File: config.mk
export PLATFORM = sky130hd
export DESIGN_NAME = m68k_bridge_top
export DESIGN_NICKNAME = d
export VERILOG_FILES = /design/src/common/bridge_pkg.sv /design/src/bus_clock_gen.sv /design/src/bridge/bus_source_select.sv /design/src/bridge/transfer_control.sv /design/src/bridge/read_latch.sv /design/src/m68k_bridge_top.sv
export SDC_FILE = /design/constraint.sdc
export NUM_CORES = 1
export LEC_CHECK = 0
export ABC_AREA = 1
export BUFFER_PORTS_ARGS = -buffer_cell sky130_fd_sc_hd__buf_2
export CORE_MARGIN = 1.5
export CORE_UTILIZATION = 37
export DETAILED_ROUTE_END_ITERATION = 6
export HOLD_SLACK_MARGIN = 0.08
export PLACE_DENSITY = 0.91
export REMOVE_ABC_BUFFERS = 1
export SYNTH_ARGS = -nofsm -noshare
export SYNTH_HDL_FRONTEND = slang
export SYNTH_SLANG_ARGS = --single-unit
File: constraint.sdc
create_clock -name clk -period 1.1 [get_ports clk]
set_input_delay 0.11 -clock clk [delete_from_list [all_inputs] [get_ports clk]]
set_output_delay 0.11 -clock clk [all_outputs]
set_load 0.01 [all_outputs]
File: src/common/bridge_pkg.sv
// ----------------------------------------------------------
// bridge_pkg
// shared bundles and E-clock timing constants for the
// 68000 to chipset bus bridge
// ----------------------------------------------------------

package bridge_pkg;

  // ----------------------------------------------------------
  // timing constants
  // ----------------------------------------------------------
  localparam int PHASES            = 4;  // 28 MHz cycles per 7 MHz cycle
  localparam int ECLK_PERIODS      = 10; // 7 MHz periods per E clock
  localparam int ECLK_HIGH_FIRST   = 6;  // E high from here to the end
  localparam int VPA_SAMPLE_PERIOD = 3;  // latched VPA sets VMA here
  localparam int DTACK_PERIOD      = 8;  // peripheral DTACK slot
  localparam int VMA_CLEAR_PERIOD  = 9;  // VMA drops here

  // ----------------------------------------------------------
  // bundles
  // ----------------------------------------------------------

  // clock enables, all one clk wide or level
  typedef struct packed {
    logic                    clk7_en;  // 7 MHz rising slot
    logic                    clk7n_en; // 7 MHz falling slot
    logic                    c1;       // quadrature level
    logic                    c3;       // quadrature level
    logic [ECLK_PERIODS-1:0] eclk;     // one-hot E period
  } clk_en_t;

  // 68000 polarity control of the active master
  typedef struct packed {
    logic as_n;
    logic uds_n;
    logic lds_n;
    logic r_w;   // high = read
  } bus_ctrl_t;

  // host port request, active high
  typedef struct packed {
    logic        cs;
    logic        we;
    logic [1:0]  bs;    // [1] upper byte, [0] lower byte
    logic [23:1] adr;
    logic [15:0] wdat;
  } host_req_t;

  // chipset arbitration inputs
  typedef struct packed {
    logic vpa;   // peripheral (CIA) address
    logic dbr;   // data bus request from DMA
    logic dbs;   // data bus slowdown region
    logic xbs;   // cross bridge access
    logic nrdy;  // target not ready
    logic cck;   // colour clock
  } chip_arb_t;

endpackage

File: src/bus_clock_gen.sv
// ----------------------------------------------------------
// bus_clock_gen
// divides the 28 MHz clock into 7 MHz enables, quadrature
// levels and the one-hot 10 period E clock
// ----------------------------------------------------------

module bus_clock_gen
  import bridge_pkg::*;
(
  input  logic    clk,
  input  logic    _as_and_cs,
  output clk_en_t clk_en,
  output logic    eclk_out
);

  logic [1:0]              phase; // 28 MHz position in the 7 MHz cycle
  logic [ECLK_PERIODS-1:0] eclk;  // one-hot E period ring

  // ----------------------------------------------------------
  // phase counter
  // ----------------------------------------------------------
  always_ff @(posedge clk or posedge _as_and_cs) begin
    if (_as_and_cs) begin
      phase <= '0;
    end else if (phase == 2'(PHASES - 1)) begin
      phase <= '0; // wrap
    end else begin
      phase <= phase + 2'd1;
    end
  end

  // enables decoded straight from the count
  assign clk_en.clk7n_en = (phase == 2'd1);
  assign clk_en.clk7_en  = (phase == 2'd3);
  assign clk_en.c1       = (phase == 2'd1) || (phase == 2'd2);
  assign clk_en.c3       = (phase == 2'd2) || (phase == 2'd3);

  // ----------------------------------------------------------
  // E clock ring, one step per 7 MHz cycle
  // ----------------------------------------------------------
  always_ff @(posedge clk or posedge _as_and_cs) begin
    if (_as_and_cs) begin
      eclk <= ECLK_PERIODS'(1); // period 0
    end else if (clk_en.clk7_en) begin
      eclk <= {eclk[ECLK_PERIODS-2:0], eclk[ECLK_PERIODS-1]}; // rotate
    end
  end

  assign clk_en.eclk = eclk;

  // E is high in the last four periods
  assign eclk_out = |eclk[ECLK_PERIODS-1:ECLK_HIGH_FIRST];

endmodule

File: src/bridge/bus_source_select.sv
// ----------------------------------------------------------
// bus_source_select
// picks CPU or host as bus master, tracks halt and latches
// the control strobes at 7 MHz and 28 MHz
// ----------------------------------------------------------

module bus_source_select
  import bridge_pkg::*;
(
  input  logic        clk,
  input  clk_en_t     clk_en,
  input  bus_ctrl_t   cpu_ctrl,
  input  logic        cpu_halt,
  input  host_req_t   host,
  input  logic [23:1] address,
  input  logic [15:0] cpudatain,
  output bus_ctrl_t   bus_ctrl,
  output logic        as_n_fast,
  output logic        as_idle,
  output logic [23:1] address_out,
  output logic [15:0] data_out
);

  logic      halt;       // host owns the bus
  bus_ctrl_t host_ctrl;  // host request in 68000 polarity
  bus_ctrl_t sel_ctrl;   // current master, unlatched
  logic      as_n_28m;   // first stage of the fast strobe

  // ----------------------------------------------------------
  // halt tracking
  // ----------------------------------------------------------
  // only follows the request between CPU cycles
  always_ff @(posedge clk) begin
    if (clk_en.clk7_en && cpu_ctrl.as_n) begin
      halt <= cpu_halt;
    end
  end

  // host strobes are active high, flip them
  assign host_ctrl.as_n  = ~host.cs;
  assign host_ctrl.uds_n = ~host.bs[1];
  assign host_ctrl.lds_n = ~host.bs[0];
  assign host_ctrl.r_w   = ~host.we;

  assign sel_ctrl = halt ? host_ctrl : cpu_ctrl;

  // raw strobe of the master, resets DTACK
  assign as_idle = sel_ctrl.as_n;

  // ----------------------------------------------------------
  // control latches
  // ----------------------------------------------------------
  always_ff @(posedge clk) begin
    if (clk_en.clk7_en) begin
      bus_ctrl.r_w  <= sel_ctrl.r_w;
      bus_ctrl.as_n <= sel_ctrl.as_n;
    end
  end

  // data strobes at full rate
  always_ff @(posedge clk) begin
    bus_ctrl.uds_n <= sel_ctrl.uds_n;
    bus_ctrl.lds_n <= sel_ctrl.lds_n;
  end

  // turbo strobe, resampled then aligned to 7 MHz
  always_ff @(posedge clk) begin
    as_n_28m <= sel_ctrl.as_n;
    if (clk_en.clk7_en) begin
      as_n_fast <= as_n_28m;
    end
  end

  // ----------------------------------------------------------
  // address and write data mux
  // ----------------------------------------------------------
  assign address_out = halt ? host.adr  : address;
  assign data_out    = halt ? host.wdat : cpudatain;

endmodule

File: src/bridge/transfer_control.sv
// ----------------------------------------------------------
// transfer_control
// VPA/VMA E-clock sequencing, DTACK generation, turbo select
// and the synchronous read, write and slowdown strobes
// ----------------------------------------------------------

module transfer_control
  import bridge_pkg::*;
(
  input  logic      clk,
  input  clk_en_t   clk_en,
  input  chip_arb_t arb,
  input  logic      vpa_raw,
  input  bus_ctrl_t bus_ctrl,
  input  logic      as_n_fast,
  input  logic      as_idle,
  input  logic      cpu_speed,
  output logic      dtack_n,
  output logic      turbo,
  output logic      enable,
  output logic      rd,
  output logic      hwr,
  output logic      lwr,
  output logic      bls
);

  logic lvpa;      // VPA sampled at 7 MHz
  logic vma;       // valid memory address, E synchronised
  logic l_dtack;   // DTACK seen by the bus, active low
  logic ta_go;     // acknowledge condition
  logic normal_go; // plain chipset access may finish
  logic periph_go; // peripheral slot reached

  // ----------------------------------------------------------
  // speed mode, only between accesses
  // ----------------------------------------------------------
  always_ff @(posedge clk) begin
    if (clk_en.clk7_en && as_idle) begin
      turbo <= cpu_speed;
    end
  end

  // ----------------------------------------------------------
  // VPA / VMA
  // ----------------------------------------------------------
  always_ff @(posedge clk) begin
    if (clk_en.clk7_en) begin
      lvpa <= arb.vpa;
    end
  end

  always_ff @(posedge clk) begin
    if (clk_en.clk7_en) begin
      if (clk_en.eclk[VMA_CLEAR_PERIOD]) begin
        vma <= 1'b0; // end of E cycle
      end else if (clk_en.eclk[VPA_SAMPLE_PERIOD] && lvpa) begin
        vma <= 1'b1;
      end
    end
  end

  // ----------------------------------------------------------
  // DTACK
  // ----------------------------------------------------------
  assign normal_go = ~vpa_raw && ~(arb.dbr && arb.dbs);
  assign periph_go = vpa_raw && vma && clk_en.eclk[DTACK_PERIOD];
  assign ta_go     = ~bus_ctrl.as_n && arb.cck && (normal_go || periph_go) && ~arb.nrdy;

  // released at once when the strobe goes high
  always_ff @(posedge clk or posedge as_idle) begin
    if (as_idle) begin
      dtack_n <= 1'b1;
    end else if (clk_en.clk7n_en && ta_go) begin
      dtack_n <= 1'b0;
    end
  end

  always_ff @(posedge clk) begin
    if (clk_en.clk7_en) begin
      l_dtack <= dtack_n;
    end
  end

  // ----------------------------------------------------------
  // bus strobes
  // ----------------------------------------------------------
  // normal mode waits for DTACK, turbo runs ahead of it
  assign enable = (~bus_ctrl.as_n & ~l_dtack & ~arb.cck & ~turbo)
                | (~as_n_fast & l_dtack & ~(arb.dbr & arb.xbs) & ~arb.nrdy & turbo);

  assign rd  = enable & bus_ctrl.r_w;
  assign hwr = enable & ~bus_ctrl.r_w & ~bus_ctrl.uds_n; // upper byte
  assign lwr = enable & ~bus_ctrl.r_w & ~bus_ctrl.lds_n; // lower byte

  // CPU is waiting on a slow region, ask the blitter to yield
  assign bls = arb.dbs & ~bus_ctrl.as_n & l_dtack;

endmodule

File: src/bridge/read_latch.sv
// ----------------------------------------------------------
// read_latch
// holds chipset read data for the CPU and the host port
// ----------------------------------------------------------

module read_latch
  import bridge_pkg::*;
(
  input  logic        clk,
  input  clk_en_t     clk_en,
  input  logic        enable,
  input  logic [15:0] data_in,
  output logic [15:0] cpu_data,
  output logic [15:0] host_rdat
);

  logic        capture; // phase 3 of an enabled cycle
  logic [15:0] ldata;   // held read word

  // c1 low with c3 high marks the data valid slot
  assign capture = ~clk_en.c1 & clk_en.c3 & enable;

  always_ff @(posedge clk) begin
    if (capture) begin
      ldata <= data_in;
    end
  end

  // ----------------------------------------------------------
  // both masters see the same word
  // ----------------------------------------------------------
  assign cpu_data  = ldata;
  assign host_rdat = ldata;

endmodule

File: src/m68k_bridge_top.sv
// ----------------------------------------------------------
// m68k_bridge_top
// 68000 CPU to synchronous chipset bus bridge with host port
// ----------------------------------------------------------

module m68k_bridge_top
  import bridge_pkg::*;
(
  input  logic        clk,
  input  logic        _as_and_cs,
  // CPU bus
  input  logic        _as,
  input  logic        _uds,
  input  logic        _lds,
  input  logic        r_w,
  input  logic [23:1] address,
  input  logic [15:0] cpudatain,
  output logic        _dtack,
  output logic [15:0] data,
  // chipset bus
  input  chip_arb_t   arb,
  input  logic [15:0] data_in,
  output logic [23:1] address_out,
  output logic [15:0] data_out,
  output logic        rd,
  output logic        hwr,
  output logic        lwr,
  output logic        bls,
  // speed and host port
  input  logic        cpu_speed,
  output logic        turbo,
  input  logic        cpu_halt,
  input  host_req_t   host,
  output logic [15:0] host_rdat,
  output logic        host_ack,
  output logic        eclk_out
);

  clk_en_t   clk_en;
  bus_ctrl_t cpu_ctrl;  // CPU strobes bundled
  bus_ctrl_t bus_ctrl;  // latched strobes of the master
  logic      as_n_fast;
  logic      as_idle;
  logic      enable;

  assign cpu_ctrl = '{as_n: _as, uds_n: _uds, lds_n: _lds, r_w: r_w};

  // ack seen by the host is the same flop
  assign host_ack = ~_dtack;

  // ----------------------------------------------------------
  // instances
  // ----------------------------------------------------------
  bus_clock_gen u_clk_gen (
    .clk        (clk),
    ._as_and_cs (_as_and_cs),
    .clk_en     (clk_en),
    .eclk_out   (eclk_out)
  );

  bus_source_select u_source (
    .clk         (clk),
    .clk_en      (clk_en),
    .cpu_ctrl    (cpu_ctrl),
    .cpu_halt    (cpu_halt),
    .host        (host),
    .address     (address),
    .cpudatain   (cpudatain),
    .bus_ctrl    (bus_ctrl),
    .as_n_fast   (as_n_fast),
    .as_idle     (as_idle),
    .address_out (address_out),
    .data_out    (data_out)
  );

  transfer_control u_xfer (
    .clk       (clk),
    .clk_en    (clk_en),
    .arb       (arb),
    .vpa_raw   (arb.vpa),
    .bus_ctrl  (bus_ctrl),
    .as_n_fast (as_n_fast),
    .as_idle   (as_idle),
    .cpu_speed (cpu_speed),
    .dtack_n   (_dtack),
    .turbo     (turbo),
    .enable    (enable),
    .rd        (rd),
    .hwr       (hwr),
    .lwr       (lwr),
    .bls       (bls)
  );

  read_latch u_rdata (
    .clk       (clk),
    .clk_en    (clk_en),
    .enable    (enable),
    .data_in   (data_in),
    .cpu_data  (data),
    .host_rdat (host_rdat)
  );

endmodule

### After elaboration in Yosys (flattened, before gate mapping)

Cells that the tools add are included.

* register bits: 40
* bits in latches: 0
* memory bits (writable): 0
* memory bits (read-only): 0
* logic and storage cells: 76
* memories kept: 0

* add/sub/neg operators: 1
* multipliers: 0
* divide/modulo/power cells: 0
* $lt $le $gt $ge: 0
* equal/unequal tests: 3
* shift-type cells: 0
* mux-type cells: 5
* bitwise operators: 35
* reductions and logical operators: 17

Operator list (count)
* $mux 23: 1
* $not 1->1: 18
* $and 1x1->1: 16
* $mux 16: 1
* $logic_and 1x1->1: 11
* $eq 2x2->1 const B: 2
* $mux 4: 1
* $reduce_or 4->1: 1
* $logic_or 1x1->1: 3
* $add 2x1->2 const B: 1
* $eq 2x1->1 const B: 1
* $mux 2: 1
* $reduce_and 2->1: 1
* $reduce_bool 2->1: 1
* $mux 1: 1
* $or 1x1->1: 1

### Depth between registers and ports, before layout

Gate-level depths: netlist (run 1).

* depth after elaboration: 8
* depth in mapped cells: 7

### Cells and area by module

A second synthesis (run 1) with hierarchy kept.

* cell total of the unflattened synthesis: 279
* area total of the unflattened synthesis: 2202.1 um^2

Modules (own cells, without submodules)
* bus_source_select: instances 1, cells each 152, area each 782.0 um^2, seq. area each 180.2 um^2
* read_latch: instances 1, cells each 34, area each 610.6 um^2, seq. area each 480.5 um^2
* bus_clock_gen: instances 1, cells each 57, area each 518.0 um^2, seq. area each 301.5 um^2
* transfer_control: instances 1, cells each 35, area each 287.8 um^2, seq. area each 146.4 um^2
* m68k_bridge_top: instances 1, cells each 1, area each 3.8 um^2, seq. area each 0.0 um^2

### Worst setup path after synthesis (run 1)

OpenSTA, ideal clock, no wires.

* path type: flip-flop to flip-flop
* start point: register u_clk_gen.phase[0]
* end point: register u_rdata.ldata[0] (netlist: u_rdata.cpu_data[0]) (enable)
* arrival: 1.756 ns
* data required time: 0.706 ns
* setup slack: -1.050 ns
* stages on the path, launching flop included: 5
* period minus slack after synthesis: 2.150 ns
* path through: dfrtp_1 -> ha_1 -> buf_2 -> inv_1 -> a21oi_1

* cells in the longest elaborated chain, start to end: 5

Ends and longest elaborated chain
* start: declaration: line bus_clock_gen.sv:16 `logic [1:0] phase;`
* start signal: assignment: line bus_clock_gen.sv:28 `phase <= phase + 2'd1;`
* $eq 2x1->1 / $eq 2x2->1 (equally long branches): line bus_clock_gen.sv:35, bus_clock_gen.sv:36
* $logic_or 1x1->1: line bus_clock_gen.sv:35 `assign clk_en.c1 = (phase == 2'd1) || (phase == 2'd2);`
* $not 1->1: line read_latch.sv:21 `assign capture = ~clk_en.c1 & clk_en.c3 & enable;`
* $and 1x1->1 * (2 in a row): line read_latch.sv:21
* named net u_rdata.capture: line read_latch.sv:17 `logic capture;`
* end signal: assignment: line read_latch.sv:25 `ldata <= data_in;`
* end: declaration: line read_latch.sv:18 `logic [15:0] ldata;`

Mark *: on every way through the listed nets, which the timed path passes. The rest lies on a longest branch.
A chain may end at the register's enable or synchronous reset.

### Worst setup path after layout (run 1)

* start point: register, netlist name u_source.bus_ctrl[3]
* end point: output lwr

* cells in the longest elaborated chain, start to end: 7

Ends and longest elaborated chain
* $not 1->1: line transfer_control.sv:88 `assign enable = (~bus_ctrl.as_n & ~l_dtack & ~arb.cck & ~turbo)`
* $and 1x1->1 (3 in a row): line transfer_control.sv:88
* $or 1x1->1: line transfer_control.sv:89 `| (~as_n_fast & l_dtack & ~(arb.dbr & arb.xbs) & ~arb.nrdy & turbo);`
* $and 1x1->1 (2 in a row): line transfer_control.sv:93 `assign lwr = enable & ~bus_ctrl.r_w & ~bus_ctrl.lds_n;`
* end: declaration: line m68k_bridge_top.sv:27 `output logic lwr,`

Every way passes these cells.

==> flow_summary.toml, run 1 <==
[worst_setup_path]
slowest_stage = "edfxtp_1"
crit_path_end_kind = "output pin"
worstPathArrival_ns = 1.43
rr_startpoint = "u_source.bus_ctrl[3]"
crit_required_ns = 0.99
max_stage_delay_ns = 0.40
crit_type = "reg -> out"
crit_family = "simple AND/OR/NAND/NOR gates"
r2r_end = "u_rdata.cpu_data[4]"
critPathBufInv = 2
critical_path.max_fanout = 2
cp_cell_sequence = "nor2_1 > nand3_1 > buf_4 > nand2_2 > nand2_2 > nor2_1 > buf_2"
r2r_cells = 5
start_kind = "flop"
r2r_slack_ns = -0.33

[detailed_routing]
drtPass1Iterations = 4
wl_um = 8736
vias = 2647
drc = 0
via_per_inst = 4.652
drt_iter0_drc = 88
wl_per_cell_um = 15.35
antenna_left = 0

[sta]
rsz0062_at_grt = "yes"
setup_viol = 73
fin_skew_ns = 0.007133
slew_viol_final = 0
fin_crit_sh_pct = 139.9
timing.final.crit_period_ns = 1.539
slew-limit-headroom_pct = 67.21
hold_slack_ns = 0.1377
max_freq_ghz = 0.6500
worst_slack_ns = -0.4385
worst_slew_pin_slew_ns = 0.4914
hold_viol = 0

[hold_path]
holdPathEnd = "u_source.bus_ctrl[0]"
min_from = "host[41]"
holdPathStages = 2
worstHoldPathType = "in -> reg"

[clock_network]
worstSkewPairLatency_ns = 0.28
cts.clk_slew.worst_paths_ns = 0.08
cts_sinks = 40
cts_tree = "yes"
cts_buffer_depth = 2
htree_num_levels = 2
cts_root_buf = "clkbuf_8"
cts_buffers = 5

[grt]
grt_max_degree = 40
antenna_found_initial = 0
grt_usage_pct = 20.58
grt_pass1_wl_um = 9963
grt-ovfl-total = 0
first_global_vias = 2198

[synth]
syn_avg_cell_area_um2 = 7.994
ys_ff_latch = 40
yosysTopAreaCellShare_pct = 34.41
yosysWarnings = 0
post-synth-top-area-cell = "edfxtp_1"
syn-cell-area_mm2 = 0.002095
synth_cell_types = 19
synth.area.top_cells = "edfxtp_1 34%, nand2_1 27%, dfrtp_1 13%"
ys_seq_area_share_pct = 52.93
synthCells = 262

[die]
die_area_mm2 = 0.006122
core_mm2 = 0.005473
die_w_um = 78.24
die_y_um = 78.24
initial_core_util_pct = 38.27
io_pins = 191
row_count = 27

[final_layout]
drive_above_1_share_pct = 62.78
diodes = 0
seq_area_mm2 = 0.001109
multi_input_area_mm2 = 0.001057
nFillCells = 374
layout_commonest_cell = "buf_2"
mostFrequentLayoutCells = "171 x buf_2, 91 x nand2_1, 31 x buf_6"
areaGrowthSynthToFinish_pct = 100.7
fin_area_mm2 = 0.004204
nets = 610

[power]
p_per_area_mw_per_mm2 = 734.9
leakage_nw = 2.318
finalPower_mw = 3.090
peakVddDrop_mv = 0.5188

[place]
routabilityCongestion = 0.7947
pre_cts_slack_ns = -0.1811
port_buffers = 190
hpwl_um = 4779
placed_area_mm2 = 0.003067

[job]
drv_cap = 0

[run_status]
violations = "negative setup slack"
outcome = "finished with violations"
==> report_power, final <==
group | total (mW) | leakage [nW] | switching (mW) | internal (mW)
clock | 0.928 | 0.0422 | 0.482 | 0.445
sequential | 1.60 | 0.412 | 0.00223 | 1.60
combinational | 0.562 | 1.86 | 0.237 | 0.324
total | 3.09 | 2.32 | 0.722 | 2.37
==> metal layers <==
layer	vias up	global-route usage, %	part of all wire, %
li1	1262	-	-
met1	1229	23.72	38
met2	140	38.52	53
met3	16	4.651	7.0
met4	0	4.643	2.3
met5	-	0	0
==> worst max path at each step <==
stage                                    start  cells past startpoint             endpoint  slack [ns]
after detailed placement  u_source.bus_ctrl[3]                      4  u_rdata.cpu_data[4]       -0.18
after CTS                        u_source.halt                      5       address_out[5]       -0.37
final                     u_source.bus_ctrl[3]                      7                  lwr       -0.44
after global routing      u_source.bus_ctrl[3]                      7                  lwr       -0.56
after floorplan             u_clk_gen.phase[0]                      3  u_rdata.cpu_data[0]       -1.25
after global placement    u_source.bus_ctrl[3]                      4  u_rdata.cpu_data[7]       -0.16
==> worst register-to-register path, cell delays in order, from the launching register on <==
cell and delay [ns]:
edfxtp_1 0.40, nor2_1 0.11, nand3_1 0.10, buf_4 0.14
a21oi_1 0.17, buf_6 0.20
==> cell usage after synthesis, drive strengths merged <==
master  count
a21oi       2
edfxtp     24
o21ai      10
nor3        1
dfrtp      11
dfxtp       3
nand2     149
nand3b      1
ha          2
inv        17
nand3       4
nor2        8
buf        27
dfstp       2
nand4       1
==> logic make-up (layout without fill, tap and decap cells) <==
| kind of cell | after synthesis | in the layout | share of synthesized area, % |
|---|---|---|---|
| compound gates | 12 | 12 | 2.867 |
| buf+inv | 44 | 279 | 13.02 |
| flops | 40 | 40 | 52.93 |
| simple gates | 164 | 164 | 29.99 |
| fa+ha+maj | 2 | 2 | 1.195 |
==> state kept, by name, indices dropped and copies added, names as in the netlist, 2 cells and up <==
| register | count |
|---|---|
| u_source.bus_ctrl | 4 |
| u_rdata.cpu_data | 16 |
| u_clk_gen.phase | 2 |
| u_clk_gen.eclk | 10 |
==> repair_timing <==
item | CTS | global route
hold buffers | 26 | 0
endpoints found under the setup margin | 74 | 85
endpoints found under the hold margin | 33 | 0
pin swaps | 7 | 21
gates resized for setup | 24 | 124
cloned | 1 | 10
buffers inserted | 8 | 8
==> through the flow <==
step | setup TNS, ns | utilization, % | instances
2_1_floorplan | -43.46 | - | 235
4_1_cts | -19.22 | 64.49 | 554
6_report | -21.56 | 76.82 | 569
3_3_place_gp | -3.693 | 56.04 | 512
3_5_place_dp | -4.740 | 56.04 | 512
5_1_grt | -26.48 | 76.82 | 569
==> area by class of cell <==
class	count	area share [%]
well taps	72	2.143
flip-flops and latches	40	26.37
inverters	17	1.637
clock buffers	7	1.815
clock inverters	1	0.1190
repair buffers	254	42.77
multi-input cells	178	25.15
No activity file was read; power rests on OpenSTA's default activity.
==> run 2: changes to the inputs <==
--- a/config.mk
+++ b/config.mk
@@ -12,7 +12,7 @@
 export DETAILED_ROUTE_END_ITERATION = 6
 export HOLD_SLACK_MARGIN = 0.08
 export PLACE_DENSITY = 0.91
-export REMOVE_ABC_BUFFERS = 1
+export SLEW_MARGIN = 10
 export SYNTH_ARGS = -nofsm -noshare
 export SYNTH_HDL_FRONTEND = slang
 export SYNTH_SLANG_ARGS = --single-unit
==> flow_summary.toml, run 2 (synthesized netlist as in run 1, its figures left out) <==
[worst_setup_path]
crit_required_ns = 0.99
rr_startpoint = "u_xfer.l_dtack"
critical_path.max_fanout = 2
max_stage_delay_ns = 0.43
r2r_slack_ns = -0.49
crit_type = "reg -> out"
crit_path_end_kind = "output pin"
cp_cell_sequence = "nor2_2 > nand3_2 > buf_6 > nand2_4 > nand2_4 > nor2_2 > buf_2"
critPathBufInv = 2
crit_family = "simple AND/OR/NAND/NOR gates"
worstPathArrival_ns = 1.52
slowest_stage = "edfxtp_1"
r2r_end = "u_rdata.cpu_data[7]"
r2r_cells = 6
start_kind = "flop"

[grt]
first_global_vias = 2525
grt_pass1_wl_um = 11300
grt-ovfl-total = 0
antenna_found_initial = 0
grt_usage_pct = 23.84
grt_max_degree = 37

[place]
port_buffers = 190
hpwl_um = 4772
routabilityCongestion = 0.7878
placed_area_mm2 = 0.003138
pre_cts_slack_ns = -0.2321

[die]
die_area_mm2 = 0.006122
core_mm2 = 0.005473
die_w_um = 78.24
io_pins = 191
die_y_um = 78.24
initial_core_util_pct = 38.27
row_count = 27

[clock_network]
htree_num_levels = 2
cts_buffers = 5
cts.clk_slew.worst_paths_ns = 0.08
cts_tree = "yes"
cts_buffer_depth = 2
worstSkewPairLatency_ns = 0.31
cts_sinks = 40
cts_root_buf = "clkbuf_8"

[sta]
fin_crit_sh_pct = 148.4
hold_viol = 0
slew_viol_final = 0
timing.final.crit_period_ns = 1.632
finalSetupTns_ns = -25.52
rsz0062_at_grt = "yes"
max_freq_ghz = 0.6126
worst_slack_ns = -0.5323
worst_slew_pin_slew_ns = 0.4560
hold_slack_ns = 0.1085
fin_skew_ns = 0.01543
setup_viol = 82
slew-limit-headroom_pct = 69.57

[detailed_routing]
wl_um = 10320
drt_iter0_drc = 114
drtPass1Iterations = 5
vias = 2843
wl_per_cell_um = 17.86
drc = 0
antenna_left = 0
via_per_inst = 4.919

[final_layout]
diodes = 0
mostFrequentLayoutCells = "169 x buf_2, 68 x nand2_1, 55 x nand2_2"
nets = 619
drive_above_1_share_pct = 70.75
areaGrowthSynthToFinish_pct = 117.0
fin_area_mm2 = 0.004544
layout_commonest_cell = "buf_2"
largest_register_ff_count = 16

[job]
drv_cap = 0

[power]
p_per_area_mw_per_mm2 = 759.8
finalPower_mw = 3.453
peakVddDrop_mv = 0.7014
leakage_nw = 2.408

[hold_path]
holdPathStages = 3
holdPathEnd = "u_source.bus_ctrl[0]"
worstHoldPathType = "in -> reg"
min_from = "r_w"

[run_status]
violations = "negative setup slack"
outcome = "finished with violations"

[synth]
synth_nets = 376
## run 2: tightest hold or removal path, cell delays in order
cell and delay (ns):
buf_2 0.08, nand2_2 0.05, o21ai_2 0.06
## run 2: per-stage QoR
step	cells	util, %
CTS	566	69.78
global route	578	83.04
finish	578	83.04
floorplan	262	-
detailed placement	516	57.34
global placement	516	57.34
## run 2: area by class of cell
class                   count  area [um^2]
clock buffers               5        68.82
clock inverters             3        42.54
multi-input cells         178         1182
well taps                  72        90.09
repair buffers            263         1971
fillers                   297        928.4
flip-flops and latches     40         1109
inverters                  17        81.33
## run 2: per-layer routing
layer | track usage (%) | up-vias | share of wire (%)
li1 | - | 1277 | -
met1 | 24.41 | 1329 | 35
met2 | 45.83 | 196 | 53
met3 | 5.465 | 41 | 7.7
met4 | 10.18 | 0 | 4.0
met5 | 0 | - | 0
## run 2: how the worst max path moves through the flow
stage / to / slack [ns] / cells after the start / start
floorplan: u_rdata.cpu_data[0] / -0.32 / 4 / u_clk_gen.phase[0]
global placement: u_rdata.cpu_data[4] / -0.15 / 4 / u_source.bus_ctrl[3]
detailed placement: hwr / -0.23 / 7 / u_source.bus_ctrl[3]
CTS: address_out[4] / -0.41 / 6 / u_source.halt
global route: lwr / -0.61 / 7 / u_source.bus_ctrl[3]
finish: lwr / -0.53 / 7 / u_source.bus_ctrl[3]
## run 2: where the power goes
group | switching (mW) | internal, mW | total (mW)
clock | 0.580 | 0.673 | 1.25
sequential | 0.00600 | 1.60 | 1.60
combinational | 0.263 | 0.332 | 0.596
## run 2: what timing repair did
action	4_1_cts	5_1_grt
cloned	3	7
setup endpoints to repair	74	82
hold buffers	26	0
pin swaps	10	31
resized for setup	49	157
hold endpoints to repair	33	0
setup buffers	14	10
==> run 3: changes to the inputs <==
--- a/config.mk
+++ b/config.mk
@@ -7,6 +7,7 @@
 export LEC_CHECK = 0
 export ABC_AREA = 1
 export BUFFER_PORTS_ARGS = -buffer_cell sky130_fd_sc_hd__buf_2
+export CORE_ASPECT_RATIO = 1.5
 export CORE_MARGIN = 1.5
 export CORE_UTILIZATION = 37
 export DETAILED_ROUTE_END_ITERATION = 6
==> flow_summary.toml, run 3 (synthesized netlist as in run 1, its figures left out) <==
[clock_network]
cts_root_buf = "clkbuf_8"
htree_num_levels = 2
cts_buffers = 5
cts_tree = "yes"
worstSkewPairLatency_ns = 0.32
cts_buffer_depth = 2
cts_sinks = 40
cts.clk_slew.worst_paths_ns = 0.09

[worst_setup_path]
r2r_slack_ns = -0.49
critical_path.max_fanout = 2
r2r_cells = 7
crit_path_end_kind = "output pin"
worstPathArrival_ns = 1.62
crit_type = "reg -> out"
r2r_end = "u_rdata.cpu_data[13]"
crit_start = "u_xfer.l_dtack"
start_kind = "flop"
rr_startpoint = "u_xfer.l_dtack"
crit_required_ns = 0.99

[die]
io_pins = 191
die_area_mm2 = 0.006130
core_mm2 = 0.005450
initial_core_util_pct = 38.43
die_y_um = 95.15
row_count = 33
die_w_um = 64.43

[power]
leakage_nw = 2.328
finalPower_mw = 3.186
p_per_area_mw_per_mm2 = 738.5
peakVddDrop_mv = 0.4448

[grt]
grt_max_degree = 29
first_global_vias = 2371
grt_usage_pct = 23.21
antenna_found_initial = 1
grt-ovfl-total = 0
grt_pass1_wl_um = 10560

[sta]
rsz0062_at_grt = "yes"
hold_viol = 0
max_freq_ghz = 0.5778
setup_viol = 85
slew_viol_final = 0
timing.final.crit_period_ns = 1.731
fin_crit_sh_pct = 157.3
fin_skew_ns = 0.01779
slew-limit-headroom_pct = 68.67
worst_slack_ns = -0.6307
worst_slew_pin_slew_ns = 0.4694

[place]
hpwl_um = 4920
port_buffers = 190
routabilityCongestion = 0.8077

[detailed_routing]
drtPass1Iterations = 4
wl_um = 9819
antenna_left = 0
drt_iter0_drc = 203
vias = 2814
wl_per_cell_um = 17.47
via_per_inst = 5.007
drc = 0

[hold_path]
worstHoldPathType = "in -> async"

[final_layout]
areaGrowthSynthToFinish_pct = 106.0
largest_register_ff_count = 16
mostFrequentLayoutCells = "168 x buf_2, 70 x nand2_1, 49 x nand2_2"
drive_above_1_share_pct = 68.23
nets = 604
finish.utilization_pct = 79.16
layout_commonest_cell = "buf_2"

[synth]
synth_nets = 376

[job]
drv_cap = 0

[run_status]
outcome = "finished with violations"
violations = "negative setup slack"
## run 3: cell count changes in the layout (fill, tap and decap cells not counted), moves of 3 or more
cell / change
inv_1: +4
buf_6: -7
o21ai_1: +3
inv_2: -4
buf_8: -4
nand2_4: +4
nand2_2: -6
## run 3: layout make-up
class                           instances  area (um^2)
Clock buffer                            5        68.82
Multi-Input combinational cell        178         1167
Fill cell                             300         1136
Inverter                               17        73.82
Tap cell                               70        87.58
Antenna cell                            1        2.502
Clock inverter                          3        18.77
Timing Repair Buffer                  248         1787
Sequential cell                        40         1109
## run 3: power by group
| group | switching, mW | leakage [nW] | total, mW | internal, mW |
|---|---|---|---|---|
| logic | 0.255 | 1.87 | 0.579 | 0.324 |
| clock network | 0.559 | 0.0479 | 1.00 | 0.442 |
| registers | 0.00787 | 0.412 | 1.61 | 1.60 |
| total | 0.822 | 2.33 | 3.19 | 2.36 |
## run 3: worst max-delay path: stages, from the launching register on
cell and delay (ns):
edfxtp_1 0.46, inv_2 0.13, nand3_2 0.09, buf_4 0.17
nand2_4 0.08, nand2_4 0.09, nor2_4 0.16, buf_6 0.12
## run 3: how the worst max path moves through the flow
| stage | cells after the start | slack [ns] | to |
|---|---|---|---|
| after floorplan | 4 | -0.32 | u_rdata.cpu_data[0] |
| after global placement | 4 | -0.15 | u_rdata.cpu_data[10] |
| after detailed placement | 4 | -0.21 | u_rdata.cpu_data[1] |
| after CTS | 8 | -0.38 | lwr |
| after global routing | 8 | -0.65 | hwr |
| final | 7 | -0.63 | hwr |
## run 3: repair_timing
item,4_1_cts,5_1_grt
setup endpoints to repair,70,83
buffers inserted,6,8
hold endpoints to repair,32,0
hold buffers,24,0
pin swaps,7,26
gates cloned,1,5
gates resized for setup,19,159
## run 3: metal layers
metal | vias up | GRT usage [%] | wire (um)
met3 | 52 | 6.494 | 1019
met2 | 239 | 45.83 | 5060
met4 | 0 | 15.07 | 542
li1 | 1250 | - | -
met1 | 1273 | 19.60 | 3197
met5 | - | 0 | 0
## run 3: per-stage QoR
| stage | std cells | hold slack, ns | instance area, um^2 | TNS [ns] | worst slack, ns |
|---|---|---|---|---|---|
| after floorplan | 262 | -0.02602 | 2130 | -5.350 | -0.3153 |
| after global routing | 561 | 0.09763 | 4312 | -31.80 | -0.6506 |
| after detailed placement | 510 | 0.1440 | 3118 | -4.584 | -0.2072 |
| final | 562 | 0.07253 | 4314 | -27.90 | -0.6307 |
| after CTS | 548 | 0.09628 | 3586 | -19.16 | -0.3787 |
| after global placement | 510 | 0.1386 | 3118 | -2.865 | -0.1539 |
